$ cat config.mk
export PLATFORM = sky130hd
export DESIGN_NAME = top_chip_periph
export DESIGN_NICKNAME = d
export VERILOG_FILES = /design/src/hdl/chip_bus_pkg.sv /design/src/hdl/chip_periph_pkg.sv /design/src/hdl/periph_xbar.sv /design/src/hdl/gpio.sv /design/src/hdl/rv_timer.sv /design/src/hdl/rv_plic.sv /design/src/hdl/top_chip_periph.sv
export SDC_FILE = /design/constraint.sdc
export NUM_CORES = 1
export LEC_CHECK = 0
export ABC_AREA = 1
export BUFFER_PORTS_ARGS = -buffer_cell sky130_fd_sc_hd__buf_2
export CAP_MARGIN = 20
export CORE_AREA = 2 2 202 204
export CTS_CLUSTER_DIAMETER = 60
export DETAILED_ROUTE_END_ITERATION = 7
export DIE_AREA = 0 0 204 206
export PLACE_DENSITY = 0.68
export SLEW_MARGIN = 10
export SYNTH_ARGS = -nofsm -noshare
export SYNTH_HDL_FRONTEND = slang
export SYNTH_HIERARCHICAL = 1
export SYNTH_SLANG_ARGS = --single-unit
$ cat constraint.sdc
create_clock -name clk_sys_i -period 3.67 [get_ports clk_sys_i]
set_clock_uncertainty 0.05 [all_clocks]
set_input_delay 0.1835 -clock clk_sys_i [delete_from_list [all_inputs] [get_ports clk_sys_i]]
set_output_delay 0.1835 -clock clk_sys_i [all_outputs]
set_load 0.005 [all_outputs]
$ cat src/hdl/chip_bus_pkg.sv
// Peripheral bus widths and the device address map
// Request and response structs for the valid/ready bus
package chip_bus_pkg;

  // Byte address and data widths
  localparam int unsigned BUS_AW = 12;
  localparam int unsigned BUS_DW = 32;

  // Address bits [11:8] pick the device
  localparam int unsigned DEV_SEL_LSB = 8;
  localparam int unsigned DEV_SEL_W   = BUS_AW - DEV_SEL_LSB;

  // Device select codes, all others are unmapped
  localparam int unsigned DEV_GPIO  = 0;
  localparam int unsigned DEV_TIMER = 1;
  localparam int unsigned DEV_PLIC  = 2;

  localparam int unsigned NUM_DEV   = 3;
  localparam int unsigned DEV_IDX_W = $clog2(NUM_DEV);

  typedef struct packed {
    logic [BUS_AW-1:0] addr;
    logic              write;
    logic [BUS_DW-1:0] wdata;
  } bus_req_t;

  typedef struct packed {
    logic [BUS_DW-1:0] rdata;
    logic              error;
  } bus_rsp_t;

endpackage

$ cat src/hdl/chip_periph_pkg.sv
// Register offsets of the GPIO, timer and PLIC
// Interrupt numbering, interrupt and pad structs
package chip_periph_pkg;

  localparam int unsigned GPIO_W = 32;

  // GPIO registers
  localparam logic [7:0] GPIO_OUT        = 8'h00;
  localparam logic [7:0] GPIO_OE         = 8'h04;
  localparam logic [7:0] GPIO_IN         = 8'h08;
  localparam logic [7:0] GPIO_INTR_STATE = 8'h0C;
  localparam logic [7:0] GPIO_INTR_EN    = 8'h10;

  // Machine timer registers
  localparam logic [7:0] TMR_CTRL     = 8'h00;
  localparam logic [7:0] TMR_MTIME    = 8'h04;
  localparam logic [7:0] TMR_MTIMECMP = 8'h08;

  // PLIC registers, one priority word per source
  localparam logic [7:0] PLIC_PRIO0     = 8'h00;
  localparam logic [7:0] PLIC_PRIO1     = 8'h04;
  localparam logic [7:0] PLIC_ENABLE    = 8'h10;
  localparam logic [7:0] PLIC_THRESHOLD = 8'h14;
  localparam logic [7:0] PLIC_CLAIM     = 8'h18;
  localparam logic [7:0] PLIC_MSIP      = 8'h1C;

  localparam int unsigned NUM_SRC  = 2;
  localparam int unsigned SRC_ID_W = 2;
  localparam int unsigned PRIO_W   = 2;

  // Bit 0 is source ID 1, ID 0 means no source
  typedef struct packed {
    logic timer;
    logic gpio;
  } periph_intr_t;

  typedef struct packed {
    logic software;
    logic timer;
    logic external;
  } core_irq_t;

  typedef struct packed {
    logic [GPIO_W-1:0] out;
    logic [GPIO_W-1:0] oe;
  } gpio_pad_t;

endpackage

$ cat src/hdl/periph_xbar.sv
// Peripheral crossbar with one host and NUM_DEV devices
// Address decode, response return and error responder
`timescale 1ns/1ps

module periph_xbar
  import chip_bus_pkg::*;
(
  input  logic                     clk_sys_i,
  input  logic                     rst_n_i,

  // Host side
  input  bus_req_t                 host_req_i,
  input  logic                     host_req_valid_i,
  output logic                     host_req_ready_o,
  output bus_rsp_t                 host_rsp_o,
  output logic                     host_rsp_valid_o,
  input  logic                     host_rsp_ready_i,

  // Device side
  output bus_req_t [NUM_DEV-1:0]   dev_req_o,
  output logic     [NUM_DEV-1:0]   dev_req_valid_o,
  input  logic     [NUM_DEV-1:0]   dev_req_ready_i,
  input  bus_rsp_t [NUM_DEV-1:0]   dev_rsp_i,
  input  logic     [NUM_DEV-1:0]   dev_rsp_valid_i,
  output logic     [NUM_DEV-1:0]   dev_rsp_ready_o
);

  logic [DEV_SEL_W-1:0] dev_sel;
  logic [DEV_IDX_W-1:0] dev_idx;
  logic                 mapped;

  // One transaction in flight
  logic                 busy_q;
  logic                 err_q;
  logic [DEV_IDX_W-1:0] sel_q;

  assign dev_sel = host_req_i.addr[BUS_AW-1:DEV_SEL_LSB];
  assign dev_idx = dev_sel[DEV_IDX_W-1:0];
  assign mapped  = dev_sel inside {DEV_GPIO, DEV_TIMER, DEV_PLIC};

  // Unmapped requests are always taken, the error register answers
  assign host_req_ready_o = !busy_q && (!mapped || dev_req_ready_i[dev_idx]);

  always_comb begin
    for (int i = 0; i < NUM_DEV; i++) begin
      dev_req_o[i]       = host_req_i;
      dev_req_valid_o[i] = host_req_valid_i && !busy_q && mapped &&
                           (dev_idx == DEV_IDX_W'(i));
      dev_rsp_ready_o[i] = busy_q && !err_q && (sel_q == DEV_IDX_W'(i)) &&
                           host_rsp_ready_i;
    end
  end

  assign host_rsp_valid_o = busy_q && (err_q || dev_rsp_valid_i[sel_q]);
  assign host_rsp_o       = err_q ? '{rdata: '0, error: 1'b1} : dev_rsp_i[sel_q];

  always_ff @(posedge clk_sys_i) begin
    if (!rst_n_i) begin
      busy_q <= 1'b0;
      err_q  <= 1'b0;
      sel_q  <= '0;
    end else if (host_req_valid_i && host_req_ready_o) begin
      busy_q <= 1'b1;
      err_q  <= !mapped;
      sel_q  <= dev_idx;
    end else if (host_rsp_valid_o && host_rsp_ready_i) begin
      busy_q <= 1'b0;
    end
  end

  // At most one device request valid
  assert property (@(posedge clk_sys_i) disable iff (!rst_n_i)
    $onehot0(dev_req_valid_o));

  // Stalled response holds its value
  assert property (@(posedge clk_sys_i) disable iff (!rst_n_i)
    host_rsp_valid_o && !host_rsp_ready_i |=> host_rsp_valid_o && $stable(host_rsp_o));

endmodule

$ cat src/hdl/gpio.sv
// GPIO block with output and output-enable registers
// Two-flop input synchronizer and rising-edge interrupts
`timescale 1ns/1ps

module gpio
  import chip_bus_pkg::*;
  import chip_periph_pkg::*;
(
  input  logic              clk_sys_i,
  input  logic              rst_n_i,

  input  bus_req_t          req_i,
  input  logic              req_valid_i,
  output logic              req_ready_o,
  output bus_rsp_t          rsp_o,
  output logic              rsp_valid_o,
  input  logic              rsp_ready_i,

  input  logic [GPIO_W-1:0] cio_gpio_i,
  output gpio_pad_t         pads_o,
  output logic              intr_o
);

  logic [DEV_SEL_LSB-1:0] off;
  logic                   accept;
  logic                   wr;
  logic [BUS_DW-1:0]      rdata;

  logic [GPIO_W-1:0] out_q;
  logic [GPIO_W-1:0] oe_q;
  logic [GPIO_W-1:0] in_s1_q;
  logic [GPIO_W-1:0] in_s2_q;
  logic [GPIO_W-1:0] in_prev_q;
  logic [GPIO_W-1:0] intr_state_q;
  logic [GPIO_W-1:0] intr_en_q;
  logic [GPIO_W-1:0] rise;
  logic [GPIO_W-1:0] state_clr;

  bus_rsp_t rsp_q;
  logic     rsp_valid_q;

  assign req_ready_o = !rsp_valid_q;
  assign accept      = req_valid_i && req_ready_o;
  assign wr          = accept && req_i.write;
  assign off         = req_i.addr[DEV_SEL_LSB-1:0];

  // Edge seen one cycle after the synchronized value changes
  assign rise      = in_s2_q & ~in_prev_q;
  assign state_clr = (wr && off == GPIO_INTR_STATE) ? req_i.wdata : '0;

  always_ff @(posedge clk_sys_i) begin
    if (!rst_n_i) begin
      in_s1_q      <= '0;
      in_s2_q      <= '0;
      in_prev_q    <= '0;
      out_q        <= '0;
      oe_q         <= '0;
      intr_en_q    <= '0;
      intr_state_q <= '0;
    end else begin
      in_s1_q      <= cio_gpio_i;
      in_s2_q      <= in_s1_q;
      in_prev_q    <= in_s2_q;
      // Write 1 to clear, a new edge wins
      intr_state_q <= (intr_state_q & ~state_clr) | rise;
      if (wr) begin
        case (off)
          GPIO_OUT:     out_q     <= req_i.wdata;
          GPIO_OE:      oe_q      <= req_i.wdata;
          GPIO_INTR_EN: intr_en_q <= req_i.wdata;
          default:      ;
        endcase
      end
    end
  end

  always_comb begin
    case (off)
      GPIO_OUT:        rdata = out_q;
      GPIO_OE:         rdata = oe_q;
      GPIO_IN:         rdata = in_s2_q;
      GPIO_INTR_STATE: rdata = intr_state_q;
      GPIO_INTR_EN:    rdata = intr_en_q;
      default:         rdata = '0;
    endcase
  end

  always_ff @(posedge clk_sys_i) begin
    if (!rst_n_i) begin
      rsp_valid_q <= 1'b0;
    end else if (accept) begin
      rsp_valid_q <= 1'b1;
    end else if (rsp_ready_i) begin
      rsp_valid_q <= 1'b0;
    end
  end

  always_ff @(posedge clk_sys_i) begin
    if (accept) begin
      rsp_q.rdata <= req_i.write ? '0 : rdata;
      rsp_q.error <= 1'b0;
    end
  end

  assign rsp_o       = rsp_q;
  assign rsp_valid_o = rsp_valid_q;
  assign pads_o      = '{out: out_q, oe: oe_q};
  assign intr_o      = |(intr_state_q & intr_en_q);

endmodule

$ cat src/hdl/rv_timer.sv
// Machine timer with free-running mtime and one compare
`timescale 1ns/1ps

module rv_timer
  import chip_bus_pkg::*;
  import chip_periph_pkg::*;
(
  input  logic     clk_sys_i,
  input  logic     rst_n_i,

  input  bus_req_t req_i,
  input  logic     req_valid_i,
  output logic     req_ready_o,
  output bus_rsp_t rsp_o,
  output logic     rsp_valid_o,
  input  logic     rsp_ready_i,

  output logic     intr_o
);

  logic [DEV_SEL_LSB-1:0] off;
  logic                   accept;
  logic                   wr;
  logic [BUS_DW-1:0]      rdata;

  logic              en_q;
  logic [BUS_DW-1:0] mtime_q;
  logic [BUS_DW-1:0] mtimecmp_q;
  logic              intr_q;

  bus_rsp_t rsp_q;
  logic     rsp_valid_q;

  assign req_ready_o = !rsp_valid_q;
  assign accept      = req_valid_i && req_ready_o;
  assign wr          = accept && req_i.write;
  assign off         = req_i.addr[DEV_SEL_LSB-1:0];

  always_ff @(posedge clk_sys_i) begin
    if (!rst_n_i) begin
      en_q       <= 1'b0;
      mtime_q    <= '0;
      // Compare starts at the top so the interrupt is low out of reset
      mtimecmp_q <= '1;
      intr_q     <= 1'b0;
    end else begin
      intr_q <= mtime_q >= mtimecmp_q;
      if (wr && off == TMR_CTRL) begin
        en_q <= req_i.wdata[0];
      end
      if (wr && off == TMR_MTIMECMP) begin
        mtimecmp_q <= req_i.wdata;
      end
      // A write to mtime overrides the increment
      if (wr && off == TMR_MTIME) begin
        mtime_q <= req_i.wdata;
      end else if (en_q) begin
        mtime_q <= mtime_q + 1'b1;
      end
    end
  end

  always_comb begin
    case (off)
      TMR_CTRL:     rdata = {{(BUS_DW-1){1'b0}}, en_q};
      TMR_MTIME:    rdata = mtime_q;
      TMR_MTIMECMP: rdata = mtimecmp_q;
      default:      rdata = '0;
    endcase
  end

  always_ff @(posedge clk_sys_i) begin
    if (!rst_n_i) begin
      rsp_valid_q <= 1'b0;
    end else if (accept) begin
      rsp_valid_q <= 1'b1;
    end else if (rsp_ready_i) begin
      rsp_valid_q <= 1'b0;
    end
  end

  always_ff @(posedge clk_sys_i) begin
    if (accept) begin
      rsp_q.rdata <= req_i.write ? '0 : rdata;
      rsp_q.error <= 1'b0;
    end
  end

  assign rsp_o       = rsp_q;
  assign rsp_valid_o = rsp_valid_q;
  assign intr_o      = intr_q;

endmodule

$ cat src/hdl/rv_plic.sv
// Simplified PLIC for one target
// Pending and in-service tracking, priority arbitration, claim/complete, MSIP
`timescale 1ns/1ps

module rv_plic
  import chip_bus_pkg::*;
  import chip_periph_pkg::*;
(
  input  logic         clk_sys_i,
  input  logic         rst_n_i,

  input  bus_req_t     req_i,
  input  logic         req_valid_i,
  output logic         req_ready_o,
  output bus_rsp_t     rsp_o,
  output logic         rsp_valid_o,
  input  logic         rsp_ready_i,

  input  periph_intr_t intr_src_i,
  output logic         irq_external_o,
  output logic         irq_software_o
);

  logic [DEV_SEL_LSB-1:0] off;
  logic                   accept;
  logic                   wr;
  logic                   claim_rd;
  logic                   complete;
  logic [BUS_DW-1:0]      rdata;

  logic [NUM_SRC-1:0]             src;
  logic [NUM_SRC-1:0][PRIO_W-1:0] prio_q;
  logic [NUM_SRC-1:0]             enable_q;
  logic [PRIO_W-1:0]              threshold_q;
  logic [NUM_SRC-1:0]             pending_q;
  logic [NUM_SRC-1:0]             in_service_q;
  logic                           msip_q;
  logic                           irq_q;

  logic [SRC_ID_W-1:0] claim_id;
  logic [PRIO_W-1:0]   best_prio;
  logic [NUM_SRC-1:0]  claim_hit;
  logic [NUM_SRC-1:0]  cmpl_hit;

  bus_rsp_t rsp_q;
  logic     rsp_valid_q;

  assign req_ready_o = !rsp_valid_q;
  assign accept      = req_valid_i && req_ready_o;
  assign wr          = accept && req_i.write;
  assign off         = req_i.addr[DEV_SEL_LSB-1:0];
  assign claim_rd    = accept && !req_i.write && off == PLIC_CLAIM;
  assign complete    = wr && off == PLIC_CLAIM;
  assign src         = intr_src_i;

  // Highest priority above threshold, strict compare keeps the lower ID on ties
  always_comb begin
    claim_id  = '0;
    best_prio = threshold_q;
    for (int i = 0; i < NUM_SRC; i++) begin
      if (pending_q[i] && enable_q[i] && prio_q[i] > best_prio) begin
        claim_id  = SRC_ID_W'(i + 1);
        best_prio = prio_q[i];
      end
    end
  end

  always_comb begin
    for (int i = 0; i < NUM_SRC; i++) begin
      claim_hit[i] = claim_rd && claim_id == SRC_ID_W'(i + 1);
      cmpl_hit[i]  = complete && req_i.wdata == BUS_DW'(i + 1);
    end
  end

  always_ff @(posedge clk_sys_i) begin
    if (!rst_n_i) begin
      prio_q       <= '0;
      enable_q     <= '0;
      threshold_q  <= '0;
      msip_q       <= 1'b0;
      pending_q    <= '0;
      in_service_q <= '0;
      irq_q        <= 1'b0;
    end else begin
      // Level gateway, no new pending while in service
      pending_q    <= (pending_q | (src & ~in_service_q)) & ~claim_hit;
      in_service_q <= (in_service_q | claim_hit) & ~cmpl_hit;
      irq_q        <= claim_id != '0;
      if (wr) begin
        case (off)
          PLIC_PRIO0:     prio_q[0]   <= req_i.wdata[PRIO_W-1:0];
          PLIC_PRIO1:     prio_q[1]   <= req_i.wdata[PRIO_W-1:0];
          PLIC_ENABLE:    enable_q    <= req_i.wdata[NUM_SRC-1:0];
          PLIC_THRESHOLD: threshold_q <= req_i.wdata[PRIO_W-1:0];
          PLIC_MSIP:      msip_q      <= req_i.wdata[0];
          default:        ;
        endcase
      end
    end
  end

  always_comb begin
    case (off)
      PLIC_PRIO0:     rdata = BUS_DW'(prio_q[0]);
      PLIC_PRIO1:     rdata = BUS_DW'(prio_q[1]);
      PLIC_ENABLE:    rdata = BUS_DW'(enable_q);
      PLIC_THRESHOLD: rdata = BUS_DW'(threshold_q);
      PLIC_CLAIM:     rdata = BUS_DW'(claim_id);
      PLIC_MSIP:      rdata = BUS_DW'(msip_q);
      default:        rdata = '0;
    endcase
  end

  always_ff @(posedge clk_sys_i) begin
    if (!rst_n_i) begin
      rsp_valid_q <= 1'b0;
    end else if (accept) begin
      rsp_valid_q <= 1'b1;
    end else if (rsp_ready_i) begin
      rsp_valid_q <= 1'b0;
    end
  end

  always_ff @(posedge clk_sys_i) begin
    if (accept) begin
      rsp_q.rdata <= req_i.write ? '0 : rdata;
      rsp_q.error <= 1'b0;
    end
  end

  assign rsp_o          = rsp_q;
  assign rsp_valid_o    = rsp_valid_q;
  assign irq_external_o = irq_q;
  assign irq_software_o = msip_q;

  // Claim response never names a source that does not exist
  assert property (@(posedge clk_sys_i) disable iff (!rst_n_i)
    claim_rd |=> rsp_valid_o && rsp_o.rdata <= BUS_DW'(NUM_SRC));

endmodule

$ cat src/hdl/top_chip_periph.sv
// Peripheral subsystem top level
// Crossbar, GPIO, machine timer and PLIC with interrupt packing
`timescale 1ns/1ps

module top_chip_periph
  import chip_bus_pkg::*;
  import chip_periph_pkg::*;
(
  input  logic              clk_sys_i,
  input  logic              rst_n_i,

  // Host port
  input  bus_req_t          host_req_i,
  input  logic              host_req_valid_i,
  output logic              host_req_ready_o,
  output bus_rsp_t          host_rsp_o,
  output logic              host_rsp_valid_o,
  input  logic              host_rsp_ready_i,

  // Pads and core interrupts
  input  logic [GPIO_W-1:0] cio_gpio_i,
  output gpio_pad_t         gpio_pads_o,
  output core_irq_t         core_irq_o
);

  bus_req_t [NUM_DEV-1:0] dev_req;
  logic     [NUM_DEV-1:0] dev_req_valid;
  logic     [NUM_DEV-1:0] dev_req_ready;
  bus_rsp_t [NUM_DEV-1:0] dev_rsp;
  logic     [NUM_DEV-1:0] dev_rsp_valid;
  logic     [NUM_DEV-1:0] dev_rsp_ready;

  logic         gpio_intr;
  logic         timer_intr;
  logic         plic_irq;
  logic         plic_msip;
  periph_intr_t plic_src;

  // Timer goes to the PLIC and straight to the core
  assign plic_src   = '{timer: timer_intr, gpio: gpio_intr};
  assign core_irq_o = '{software: plic_msip, timer: timer_intr, external: plic_irq};

  periph_xbar u_xbar (
    .clk_sys_i,
    .rst_n_i,

    .host_req_i,
    .host_req_valid_i,
    .host_req_ready_o,
    .host_rsp_o,
    .host_rsp_valid_o,
    .host_rsp_ready_i,

    .dev_req_o      (dev_req),
    .dev_req_valid_o(dev_req_valid),
    .dev_req_ready_i(dev_req_ready),
    .dev_rsp_i      (dev_rsp),
    .dev_rsp_valid_i(dev_rsp_valid),
    .dev_rsp_ready_o(dev_rsp_ready)
  );

  gpio u_gpio (
    .clk_sys_i,
    .rst_n_i,
    .req_i      (dev_req[DEV_GPIO]),
    .req_valid_i(dev_req_valid[DEV_GPIO]),
    .req_ready_o(dev_req_ready[DEV_GPIO]),
    .rsp_o      (dev_rsp[DEV_GPIO]),
    .rsp_valid_o(dev_rsp_valid[DEV_GPIO]),
    .rsp_ready_i(dev_rsp_ready[DEV_GPIO]),
    .cio_gpio_i,
    .pads_o     (gpio_pads_o),
    .intr_o     (gpio_intr)
  );

  rv_timer u_rv_timer (
    .clk_sys_i,
    .rst_n_i,
    .req_i      (dev_req[DEV_TIMER]),
    .req_valid_i(dev_req_valid[DEV_TIMER]),
    .req_ready_o(dev_req_ready[DEV_TIMER]),
    .rsp_o      (dev_rsp[DEV_TIMER]),
    .rsp_valid_o(dev_rsp_valid[DEV_TIMER]),
    .rsp_ready_i(dev_rsp_ready[DEV_TIMER]),
    .intr_o     (timer_intr)
  );

  rv_plic u_rv_plic (
    .clk_sys_i,
    .rst_n_i,
    .req_i         (dev_req[DEV_PLIC]),
    .req_valid_i   (dev_req_valid[DEV_PLIC]),
    .req_ready_o   (dev_req_ready[DEV_PLIC]),
    .rsp_o         (dev_rsp[DEV_PLIC]),
    .rsp_valid_o   (dev_rsp_valid[DEV_PLIC]),
    .rsp_ready_i   (dev_rsp_ready[DEV_PLIC]),
    .intr_src_i    (plic_src),
    .irq_external_o(plic_irq),
    .irq_software_o(plic_msip)
  );

endmodule

==> run metrics, run 1 <==
Max clock buf depth=3; DRC viols=0; htree depth=2; Final Cell Area=21,500 um2; Area growth syn-to-layout=9.78%; min-delay src=host_req_i[7]; clock root buffer=clkbuf_16; Total GRT Usage=26.7%; initial core utilization=48.7%; CP required=4.09 ns; Peak supply drop=around 0.00030 V; CTS tree=yes; gr ovfl total=0; DIE HEIGHT=206 um; worst hold endpoint=u_gpio/intr_state_q[7]; Crit-path slowest cell=inv_2; hold path depth=4; vias in the first global route=around 16,000; Crit Reg-Reg Startpoint=u_xbar/busy_q; CTS sink cnt=between 300 and 400; max-cap viol count=0; critical path fanouts, max=33; Synth Cell Area=19,600 um2; vias=17,125; PD cells=420 nW/um2; period utilization=76.7%; Core Area=40,200 um2; outcome=completed; IO buf count=roughly 180; antenna diode count=0; minimum clock period=2.82 ns; GPL Wtd Cong=approximately 0.95; Hold Crit Class=primary input to register; largest net degree at the start of global routing=117; final setup TNS=0 ns; reg2reg setup slack=between 0.8 and 0.9 ns; CTS Buf Count=42; Least-Margin Pin Slew=between 1 and 1.5 ns; CTS resizes=0; final wirelength=56,700 um; Placed Instance Area=19,500 um2; WL/cell=~17 um; share of layout cells above drive strength 1=14.3%; initial antenna violation count=0; DIE WIDTH=between 200 and 250 um; die area=42,000 um2; DRT iter0 DRCs=1,472; WS Path Type=register to register; CP cell instances=inv_1 > nand3_1 > nor3_1 > nand2_2 > nor2_8 > nand2_2 > inv_2 > nor2_1 > nor2_1; CP Launch Type=register; RR Endpoint=u_gpio/out_q[15]; Clock Pin Slew Worst Setup and Hold Paths=about 0.060 ns; unrepaired setup endpoints after global routing=no; Avg Cell Area, Syn=7.22 um2; Post-DRT Antenna Nets=0; num ports=about 180; max frequency=about 360 MHz; Slowest Stage Delay on Critical Path=0.77 ns; DR pass1 iterations=8; post-CTS setup buffers=0; reg2reg path depth=9; Worst EP arrival=3.24 ns; Final Hold Fails=0; synth warn=6; num rows=74; Leakage Power=10.0 nW; crit end category=register; Clk Latency, worst-skew pair=0.56 ns; HPWL Detailed=38,700 um; fin. max-slew vios=0; fin nets=~2,900; max_slew headroom=approximately 29%; post-DR vias/cell=5.13; final setup violating endpoints=0; first-pass GRT wire length=87,500 um; Syn Inst Count=2,712
-- through the flow --
step	std cells	setup WS, ns	hold slack (ns)	total power, W	utilization, %
after floorplan	2742	1.51	0.231	0.00488	-
after global placement	3198	0.956	0.313	0.00500	48.6
after detailed placement	3198	0.912	0.318	0.00501	48.6
after CTS	3337	0.914	0.00137	0.00908	53.5
after global routing	3337	0.632	0.0135	0.00934	53.5
final	3337	0.855	0.0211	0.00902	53.5
-- registers in the layout, indices dropped and copies added (netlist names), 2 cells and up --
signal	cells
u_gpio/intr_state_q	32
u_rv_timer/mtimecmp_q	32
u_xbar/sel_q	2
u_rv_plic/enable_q	2
u_gpio/in_s1_q	32
u_rv_plic/in_service_q	2
u_gpio/intr_en_q	32
u_rv_plic/prio_q	4
u_gpio/rsp_o	32
u_rv_plic/rsp_o	2
u_rv_timer/rsp_o	32
u_gpio/out_q	32
u_rv_plic/threshold_q	2
u_gpio/in_s2_q	32
u_rv_timer/mtime_q	32
u_gpio/in_prev_q	32
u_gpio/oe_q	32
u_rv_plic/pending_q	2
-- metal layers --
| layer | track usage, % | vias to the layer above | part of all wire, % |
|---|---|---|---|
| met5 | 0 | - | 0 |
| met4 | 10.6 | 0 | 3.4 |
| met3 | 4.07 | 116 | 7.4 |
| met2 | 42.6 | 661 | 46 |
| met1 | 36.3 | 7841 | 44 |
| li1 | - | 8507 | - |
-- worst max-delay path: cells and delay by family (launching register included) --
kind          cells  cell delay (ns)
flops             1             0.34
buf+inv           2             0.94
simple gates      7             1.39
-- placed cells by master, fill, tap and decap left out, drive strengths merged --
cell	count
nand2	713
inv	315
bufinv	1
o21bai	2
or2	34
ha	37
xor2	10
nand3	243
xnor2	6
clkbuf	58
edfxtp	66
buf	199
and2	1
clkinvlp	2
nor4	1
dlygate4sd3	63
a22oi	3
dfxtp	311
o21a	4
conb	33
nand3b	2
clkinv	14
a21oi	106
a31oi	8
o211ai	33
nor2	344
nor3	16
o21ai	158
nand4	21
a21o	1
-- cell type report --
class | instances | area (um2)
clock buffer | 57 | 1170
multi-input combinational | 1776 | 8400
inverter | 313 | 1180
clock inverter | 19 | 153
sequential | 377 | 8210
timing repair buffer | 263 | 1710
fill | 3958 | 18700
tap | 532 | 666
-- worst max-delay path by stage --
| stage | start | endpoint | slack, ns | cells past startpoint |
|---|---|---|---|---|
| final | u_xbar/busy_q | u_gpio/out_q[15] | 0.85 | 9 |
| after global routing | u_xbar/busy_q | u_gpio/out_q[26] | 0.63 | 9 |
| after CTS | u_xbar/busy_q | u_gpio/out_q[26] | 0.91 | 9 |
| after detailed placement | host_req_i[42] | u_gpio/out_q[2] | 0.91 | 12 |
| after global placement | host_req_i[44] | u_gpio/out_q[30] | 0.96 | 12 |
| after floorplan | u_rv_plic/prio_q[0] | u_rv_plic/rsp_o[1] | 1.51 | 14 |
-- report_power, final --
part	internal, W	total [W]	switching, W
Sequential	0.00427	0.00431	0.0000410
Clock	0.00232	0.00405	0.00173
Combinational	0.000232	0.000670	0.000438
-- repair_timing --
item | 4_1_cts | 5_1_grt
setup endpoints to repair | 0 | 0
endpoints found under the hold margin | 126 | 0
hold buffers | 63 | 0
(Power assumes the default switching activity.)
==> inputs of run 2 (changes only) <==
--- a/config.mk
+++ b/config.mk
@@ -5,14 +5,14 @@
 export SDC_FILE = /design/constraint.sdc
 export NUM_CORES = 1
 export LEC_CHECK = 0
-export ABC_AREA = 1
+export ABC_AREA = 0
 export BUFFER_PORTS_ARGS = -buffer_cell sky130_fd_sc_hd__buf_2
 export CAP_MARGIN = 20
-export CORE_AREA = 2 2 202 204
+export CORE_AREA = 2 2 204 206
 export CTS_CLUSTER_DIAMETER = 60
 export DETAILED_ROUTE_END_ITERATION = 7
-export DIE_AREA = 0 0 204 206
-export PLACE_DENSITY = 0.68
+export DIE_AREA = 0 0 206 208
+export PLACE_DENSITY = 0.71
 export SLEW_MARGIN = 10
 export SYNTH_ARGS = -nofsm -noshare
 export SYNTH_HDL_FRONTEND = slang
==> constraint.sdc (replaced) <==
create_clock -name clk_sys_i -period 2.35 [get_ports clk_sys_i]
set_clock_uncertainty 0.05 [all_clocks]
set_input_delay 0.1175 -clock clk_sys_i [delete_from_list [all_inputs] [get_ports clk_sys_i]]
set_output_delay 0.1175 -clock clk_sys_i [all_outputs]
set_load 0.005 [all_outputs]
==> run 2 against run 1 <==
  * The run now ends with negative setup slack left
  * Utilization rose by 3.1 points
  * Critical endpoint is now u_rv_plic/in_service_q[0]
  * Register-to-register slack lost 0.92 ns
  * Worst setup slack got worse by 0.92 ns
  * Critical path depth rose by 3
  * Wire length grew 6.6%
  * Critical path type unchanged
  * Largest cell class unchanged
  * Final area rose by 6.7%
==> run metrics, run 2 <==
first-pass GRT wire length=93,200 um (+6.6%); IO buf count=182 (unchanged); DR pass1 iterations=7 (-1); clock root buffer=clkbuf_16; Peak supply drop=0.000423 V (+40%); Post-DRT Antenna Nets=0 (unchanged); Max clock buf depth=3 (unchanged); multi-input combinational cell area=9860 um2 (+17%); GPL Wtd Cong=0.907 (-4.4%); Avg Cell Area, Syn=9.21 um2 (+28%); max_slew headroom=46.6% (+18 points); vias=16,910 (-1.3%); WS Path Type=register to register; Total GRT Usage=27.5% (+0.84 points); Sw Pwr=0.00351 W (+59%); max-cap viol count=0 (unchanged); commonest non-fill, non-tap cells in the layout=306 x dfxtp_1, 181 x buf_2, 135 x nor2_1; share of layout cells above drive strength 1=21.4% (+7.1 points); Final Cell Area=22,900 um2 (+6.7%); Sequential Power Share=46.1% (-1.6 points); HPWL Detailed=39,900 um (+3.1%); vias in the first global route=16,174 (+3.0%); crit end category=register; unrepaired setup endpoints after global routing=yes; most common cell after layout, fill and taps aside=dfxtp_1; Placed Instance Area=20,600 um2 (+5.7%); Post-Layout Cell Count=2,808 (-16%); Switching Share=24.0% (-0.43 points); num ports=183 (unchanged); failing checks=negative setup slack; gr ovfl total=0 (unchanged); PD cells=636 nW/um2 (+52%); CTS sink cnt=377 (unchanged); final setup violating endpoints=5 (+5); largest net degree at the start of global routing=126 (+7.7%); Clock Pin Slew Worst Setup and Hold Paths=0.06 ns (about the same); max frequency=415 MHz (+17%); DIE WIDTH=206 um (+0.98%); final wirelength=60,500 um (+6.6%); minimum clock period=2.41 ns (-0.404 ns); P_int=0.0111 W (+63%); Core Area=40,600 um2 (+0.92%); period utilization=103% (+26 points); num rows=74 (unchanged); CP required=2.76 ns (-1.33 ns); Hold Slack=0.0488 ns (+0.0277 ns); Clk Latency, worst-skew pair=0.55 ns (about the same); Final Hold Fails=0 (unchanged); filler cell count in the final layout=3,507 (-11%); CTS Buf Count=43 (+2.4%); Storage cell area=8210 um2 (about the same); Worst EP arrival=2.82 ns (-0.42 ns); initial antenna violation count=1 (+1); Least-Margin Pin Slew=0.801 ns (-0.265 ns); htree depth=2 (unchanged); post-DR vias/cell=6.02 (+17%); Area growth syn-to-layout=14.1%; DRC viols=0 (unchanged); clock power share=46.3% (+1.5 points); die area=42,800 um2 (+2.0%); Synth Cell Area=20,100 um2 (+2.7%); initial core utilization=49.6% (+0.87 points); DIE HEIGHT=208 um (+0.97%); critical path fanouts, max=5 (-85%); Setup WS post-layout=-0.0614 ns (-0.916 ns); synth warn=6 (unchanged); WL/cell=21.5 um (+27%); CP Launch Type=register; fin. max-slew vios=0 (unchanged); Leakage Power=8.95 nW (-11%); DRT iter0 DRCs=1,759 (+19%); outcome=finished with violations; Syn Inst Count=2,183 (-20%); antenna diode count=0 (unchanged); placed cells=2,652 (-17%); Hold Crit Class=primary input to register; combinational share of power=7.7% (+0.3 points); fin nets=2,360 (-18%); final setup TNS=-0.178 ns (-0.178 ns); CTS tree=yes
[run 2: worst max-delay path: stages, from the launching register on]
cell and delay, ns:
dfxtp_2 0.33, inv_2 0.04, ha_4 0.26, nor2b_4 0.15, o2111a_1 0.23, nor2_1 0.05
a21oi_1 0.11, ha_1 0.26, nor2b_4 0.14, o2111ai_4 0.28, buf_6 0.16, a31oi_4 0.09
a211oi_2 0.17
[run 2: path summary, 6_finish.rpt]
path                            start                        end  slack (ns)  depth (start not counted)
min reg2reg         u_gpio/in_s1_q[2]          u_gpio/in_s2_q[2]        0.38                          1
max reg2reg  u_rv_plic/threshold_q[1]  u_rv_plic/in_service_q[0]       -0.06                         12
min                    host_req_i[35]            u_rv_timer/en_q        0.05                          4
max          u_rv_plic/threshold_q[1]  u_rv_plic/in_service_q[0]       -0.06                         12
[run 2: timing repair]
action,4_1_cts,5_1_grt
hold endpoints to repair,204,0
resized for setup,9,11
buffers inserted,3,3
endpoints found under the setup margin,14,16
gates cloned,0,0
pin swaps,9,10
hold buffers,71,0
[run 2: layout make-up]
cell class	count	share of cell area, %
timing repair buffer	330	10.6
clock inverter	18	0.698
inverter	87	1.42
tap	532	2.90
sequential	377	35.8
multi-input combinational	1403	43.0
clock buffer	61	5.56
[run 2: per-layer routing]
layer	global-route usage [%]	up-vias	share of wire, %
li1	-	7807	-
met1	37.2	8068	42
met2	42.6	863	45
met3	5.55	170	9.3
met4	11.7	2	4.2
met5	0	-	0.015
[run 2: power groups by stage]
stage          Combinational, W  Clock, W  Sequential [W]
6_report                0.00112   0.00675         0.00672
5_1_grt                 0.00120   0.00711         0.00673
4_1_cts                 0.00109   0.00682         0.00672
3_5_place_dp           0.000994         0         0.00686
3_3_place_gp           0.000979         0         0.00686
2_1_floorplan          0.000794         0         0.00683
[run 2: stage by stage]
stage / worst slack (ns) / total power, W / utilization [%]
floorplan: 0.00152 / 0.00763 / -
global placement: -0.0966 / 0.00784 / 50.9
detailed placement: -0.144 / 0.00786 / 50.9
CTS: -0.00697 / 0.0146 / 56.4
global route: -0.165 / 0.0150 / 56.6
finish: -0.0614 / 0.0146 / 56.6
==> inputs of run 3 (changes only) <==
--- a/config.mk
+++ b/config.mk
@@ -6,13 +6,15 @@
 export NUM_CORES = 1
 export LEC_CHECK = 0
 export ABC_AREA = 0
+export ABC_CLOCK_PERIOD_IN_PS = 2350
 export BUFFER_PORTS_ARGS = -buffer_cell sky130_fd_sc_hd__buf_2
 export CAP_MARGIN = 20
-export CORE_AREA = 2 2 204 206
+export CORE_AREA = 4 4 206 208
 export CTS_CLUSTER_DIAMETER = 60
 export DETAILED_ROUTE_END_ITERATION = 7
-export DIE_AREA = 0 0 206 208
+export DIE_AREA = 0 0 210 212
 export PLACE_DENSITY = 0.71
+export REMOVE_ABC_BUFFERS = 1
 export SLEW_MARGIN = 10
 export SYNTH_ARGS = -nofsm -noshare
 export SYNTH_HDL_FRONTEND = slang
==> run 3 against run 2 <==
  * Combinational power barely moved
  * Fmax fell by 3.9%
  * Clock power is 0.7% lower
  * Critical endpoint is now u_rv_plic/rsp_o[1]
  * Sequential share of layout area shrank 0.27 points
  * The flow still finishes with violations (negative setup slack)
  * Final cell count up 0.71%
  * Count of clock-buffer cells in the layout is 3 lower
  * Utilization rose by 0.42 points
  * Register-to-register slack worse by 0.097 ns
  * Critical path type unchanged
==> run metrics, run 3 (synthesized netlist as in run 2, its figures left out) <==
CTS Buf Count=41 (-4.7%); fin. max-slew vios=0 (unchanged); CP required=2.59 ns (-0.17 ns); CP top delay family=compound AO/OA/AOI/OAI gates; final setup TNS=-1.05 ns (-0.875 ns); Power Total=0.0146 W (-0.26%); htree depth=2 (unchanged); critical path fanouts, max=4 (-1); Crit Reg-Reg Startpoint=u_rv_plic/threshold_q[1]; final setup violating endpoints=23 (+18); gr ovfl total=0 (unchanged); first-pass GRT wire length=94,700 um (+1.6%); final wirelength=61,600 um (+1.8%); initial core utilization=49.6% (unchanged); HPWL Detailed=40,100 um (+0.59%); P_int=0.0111 W (-0.10%); Slowest Stage Delay on Critical Path=0.32 ns (about the same); reg2reg setup slack=-0.16 ns (-0.10 ns); Sw Pwr=0.00348 W (-0.74%); Clk Latency, worst-skew pair=0.55 ns (about the same); Final Hold Fails=0 (unchanged); Worst Path Buf+Inv=2 (unchanged); max frequency=399 MHz (-3.9%); commonest non-fill, non-tap cells in the layout=307 x dfxtp_1, 181 x buf_2, 135 x nor2_1, 135 x a21oi_1, 125 x nand2_1; Worst EP arrival=2.75 ns (-0.07 ns); Area growth syn-to-layout=14.9%; worst hold endpoint=u_rv_timer/en_q; DIE HEIGHT=212 um (+1.9%); IO buf count=182 (unchanged); vias=17,119 (+1.2%); CP cell instances=inv_2 > ha_4 > nor2b_4 > o2111a_1 > nor2_1 > a21oi_1 > ha_1 > nor2b_4 > o2111ai_4 > buf_4 > a32oi_1 > a21oi_1; Peak supply drop=0.000438 V (+3.6%); most common cell after layout, fill and taps aside=dfxtp_1; initial antenna violation count=1 (unchanged); Sequential Power Share=46.2% (about the same); CTS sink cnt=377 (unchanged); max-cap viol count=0 (unchanged); outcome=finished with violations; share of layout cells above drive strength 1=21.8% (+0.49 points); minimum clock period=2.51 ns (+0.0966 ns); largest net degree at the start of global routing=149 (+18%); period utilization=107% (+4.1 points); vias in the first global route=16,807 (+3.9%); Max clock buf depth=3 (unchanged); unrepaired setup endpoints after global routing=yes; fin nets=2,380 (+0.85%); Leakage Power=9.08 nW (+1.5%); clock power share=46.0% (-0.3 points); clock root buffer=clkbuf_16; Switching Share=23.9% (-0.12 points); max_slew headroom=48.1% (+1.6 points); reg2reg path depth=12 (unchanged); Total GRT Usage=26.4% (-1.2 points); post-DR vias/cell=6.05 (+0.52%); Least-Margin Pin Slew=0.771 ns (-0.0308 ns); combinational share of power=7.8% (about the same); Post-Layout Cell Count=2,828 (+0.71%); Clock Pin Slew Worst Setup and Hold Paths=0.06 ns (about the same); DR pass1 iterations=5 (-2); placed cells=2,673 (+0.79%); Setup WS post-layout=-0.158 ns (-0.0966 ns); num ports=183 (unchanged); DRT iter0 DRCs=1,843 (+4.8%); DRC viols=0 (unchanged); CTS tree=yes; min-delay src=host_req_i[35]; WS Path Type=register to register; Post-DRT Antenna Nets=0 (unchanged); WL/cell=21.8 um (+1.1%); PD cells=630 nW/um2 (-1.0%); RR Endpoint=u_rv_plic/rsp_o[1]; Core Area=40,600 um2 (unchanged); failing checks=negative setup slack; hold path depth=4 (unchanged); Crit-path slowest cell=dfxtp_2; worst slack at placement=-0.245 ns (-0.100 ns); num rows=74 (unchanged); die area=44,500 um2 (+3.9%); DIE WIDTH=210 um (+1.9%); GPL Wtd Cong=0.931 (+2.7%); CP Launch Type=register; Hold Crit Class=primary input to register; crit end category=register; filler cell count in the final layout=3,541 (+0.97%)
## run 3: cell types whose count changed in the layout (fill, tap and decap cells not counted), moves of 3 or more
cell      change
clkinv_2      +3
buf_12        +6
buf_4        +19
clkinv_4      -3
## run 3: metal layers
metal  wire [um]  up-vias  track usage [%]
met5           0        -                0
li1            -     7852                -
met2       29000      877             43.6
met3        5110      173             4.26
met1       25000     8217             34.6
met4        2530        0             11.2
## run 3: what timing repair did
item                                    in CTS  in global routing
pin swaps                                   10                 11
endpoints found under the setup margin      29                100
resized for setup                           16                  8
setup buffers                                5                  3
hold endpoints to repair                   204                  0
hold buffers                                70                  0
## run 3: worst max path at each step
stage | to | from | depth (start not counted) | slack [ns]
floorplan | u_gpio/intr_en_q[0] | host_req_i[38] | 3 | -4.06
global placement | u_rv_plic/in_service_q[1] | u_rv_plic/threshold_q[1] | 12 | -0.20
detailed placement | u_rv_plic/in_service_q[1] | u_rv_plic/threshold_q[1] | 12 | -0.24
CTS | u_rv_plic/in_service_q[1] | u_rv_plic/threshold_q[1] | 12 | -0.12
global route | u_rv_plic/in_service_q[1] | u_rv_plic/threshold_q[1] | 12 | -0.22
finish | u_rv_plic/rsp_o[1] | u_rv_plic/threshold_q[1] | 12 | -0.16
## run 3: tightest hold or removal path: stages
cell and delay [ns]:
buf_4 0.22, nor4_1 0.10, mux2i_1 0.11, nor2_1 0.08
## run 3: per-stage QoR
step / hold WS, ns / util, % / area [um2]
finish: 0.0931 / 57.0 / 23100
CTS: 0.0730 / 56.8 / 23000
global placement: 0.273 / 51.3 / 20800
detailed placement: 0.276 / 51.3 / 20800
floorplan: 0.156 / - / 18200
global route: 0.0944 / 57.0 / 23100
## run 3: power groups by stage
stage | clock network (W) | logic (W) | registers, W
floorplan | 0 | 0.000404 | 0.00687
global placement | 0 | 0.00101 | 0.00686
detailed placement | 0 | 0.00103 | 0.00686
CTS | 0.00678 | 0.00112 | 0.00672
global route | 0.00704 | 0.00122 | 0.00673
finish | 0.00670 | 0.00114 | 0.00672
## run 3: area by class of cell
class                      count  area, um2  share of cell area, %
clock buffer                  58       1230                   5.33
timing repair buffer         352       2660                   11.5
multi-input combinational   1403       9830                   42.5
inverter                      87        327                   1.41
tap                          532        666                   2.88
antenna                        2       5.00                 0.0217
sequential                   377       8210                   35.5
clock inverter                17        171                  0.742
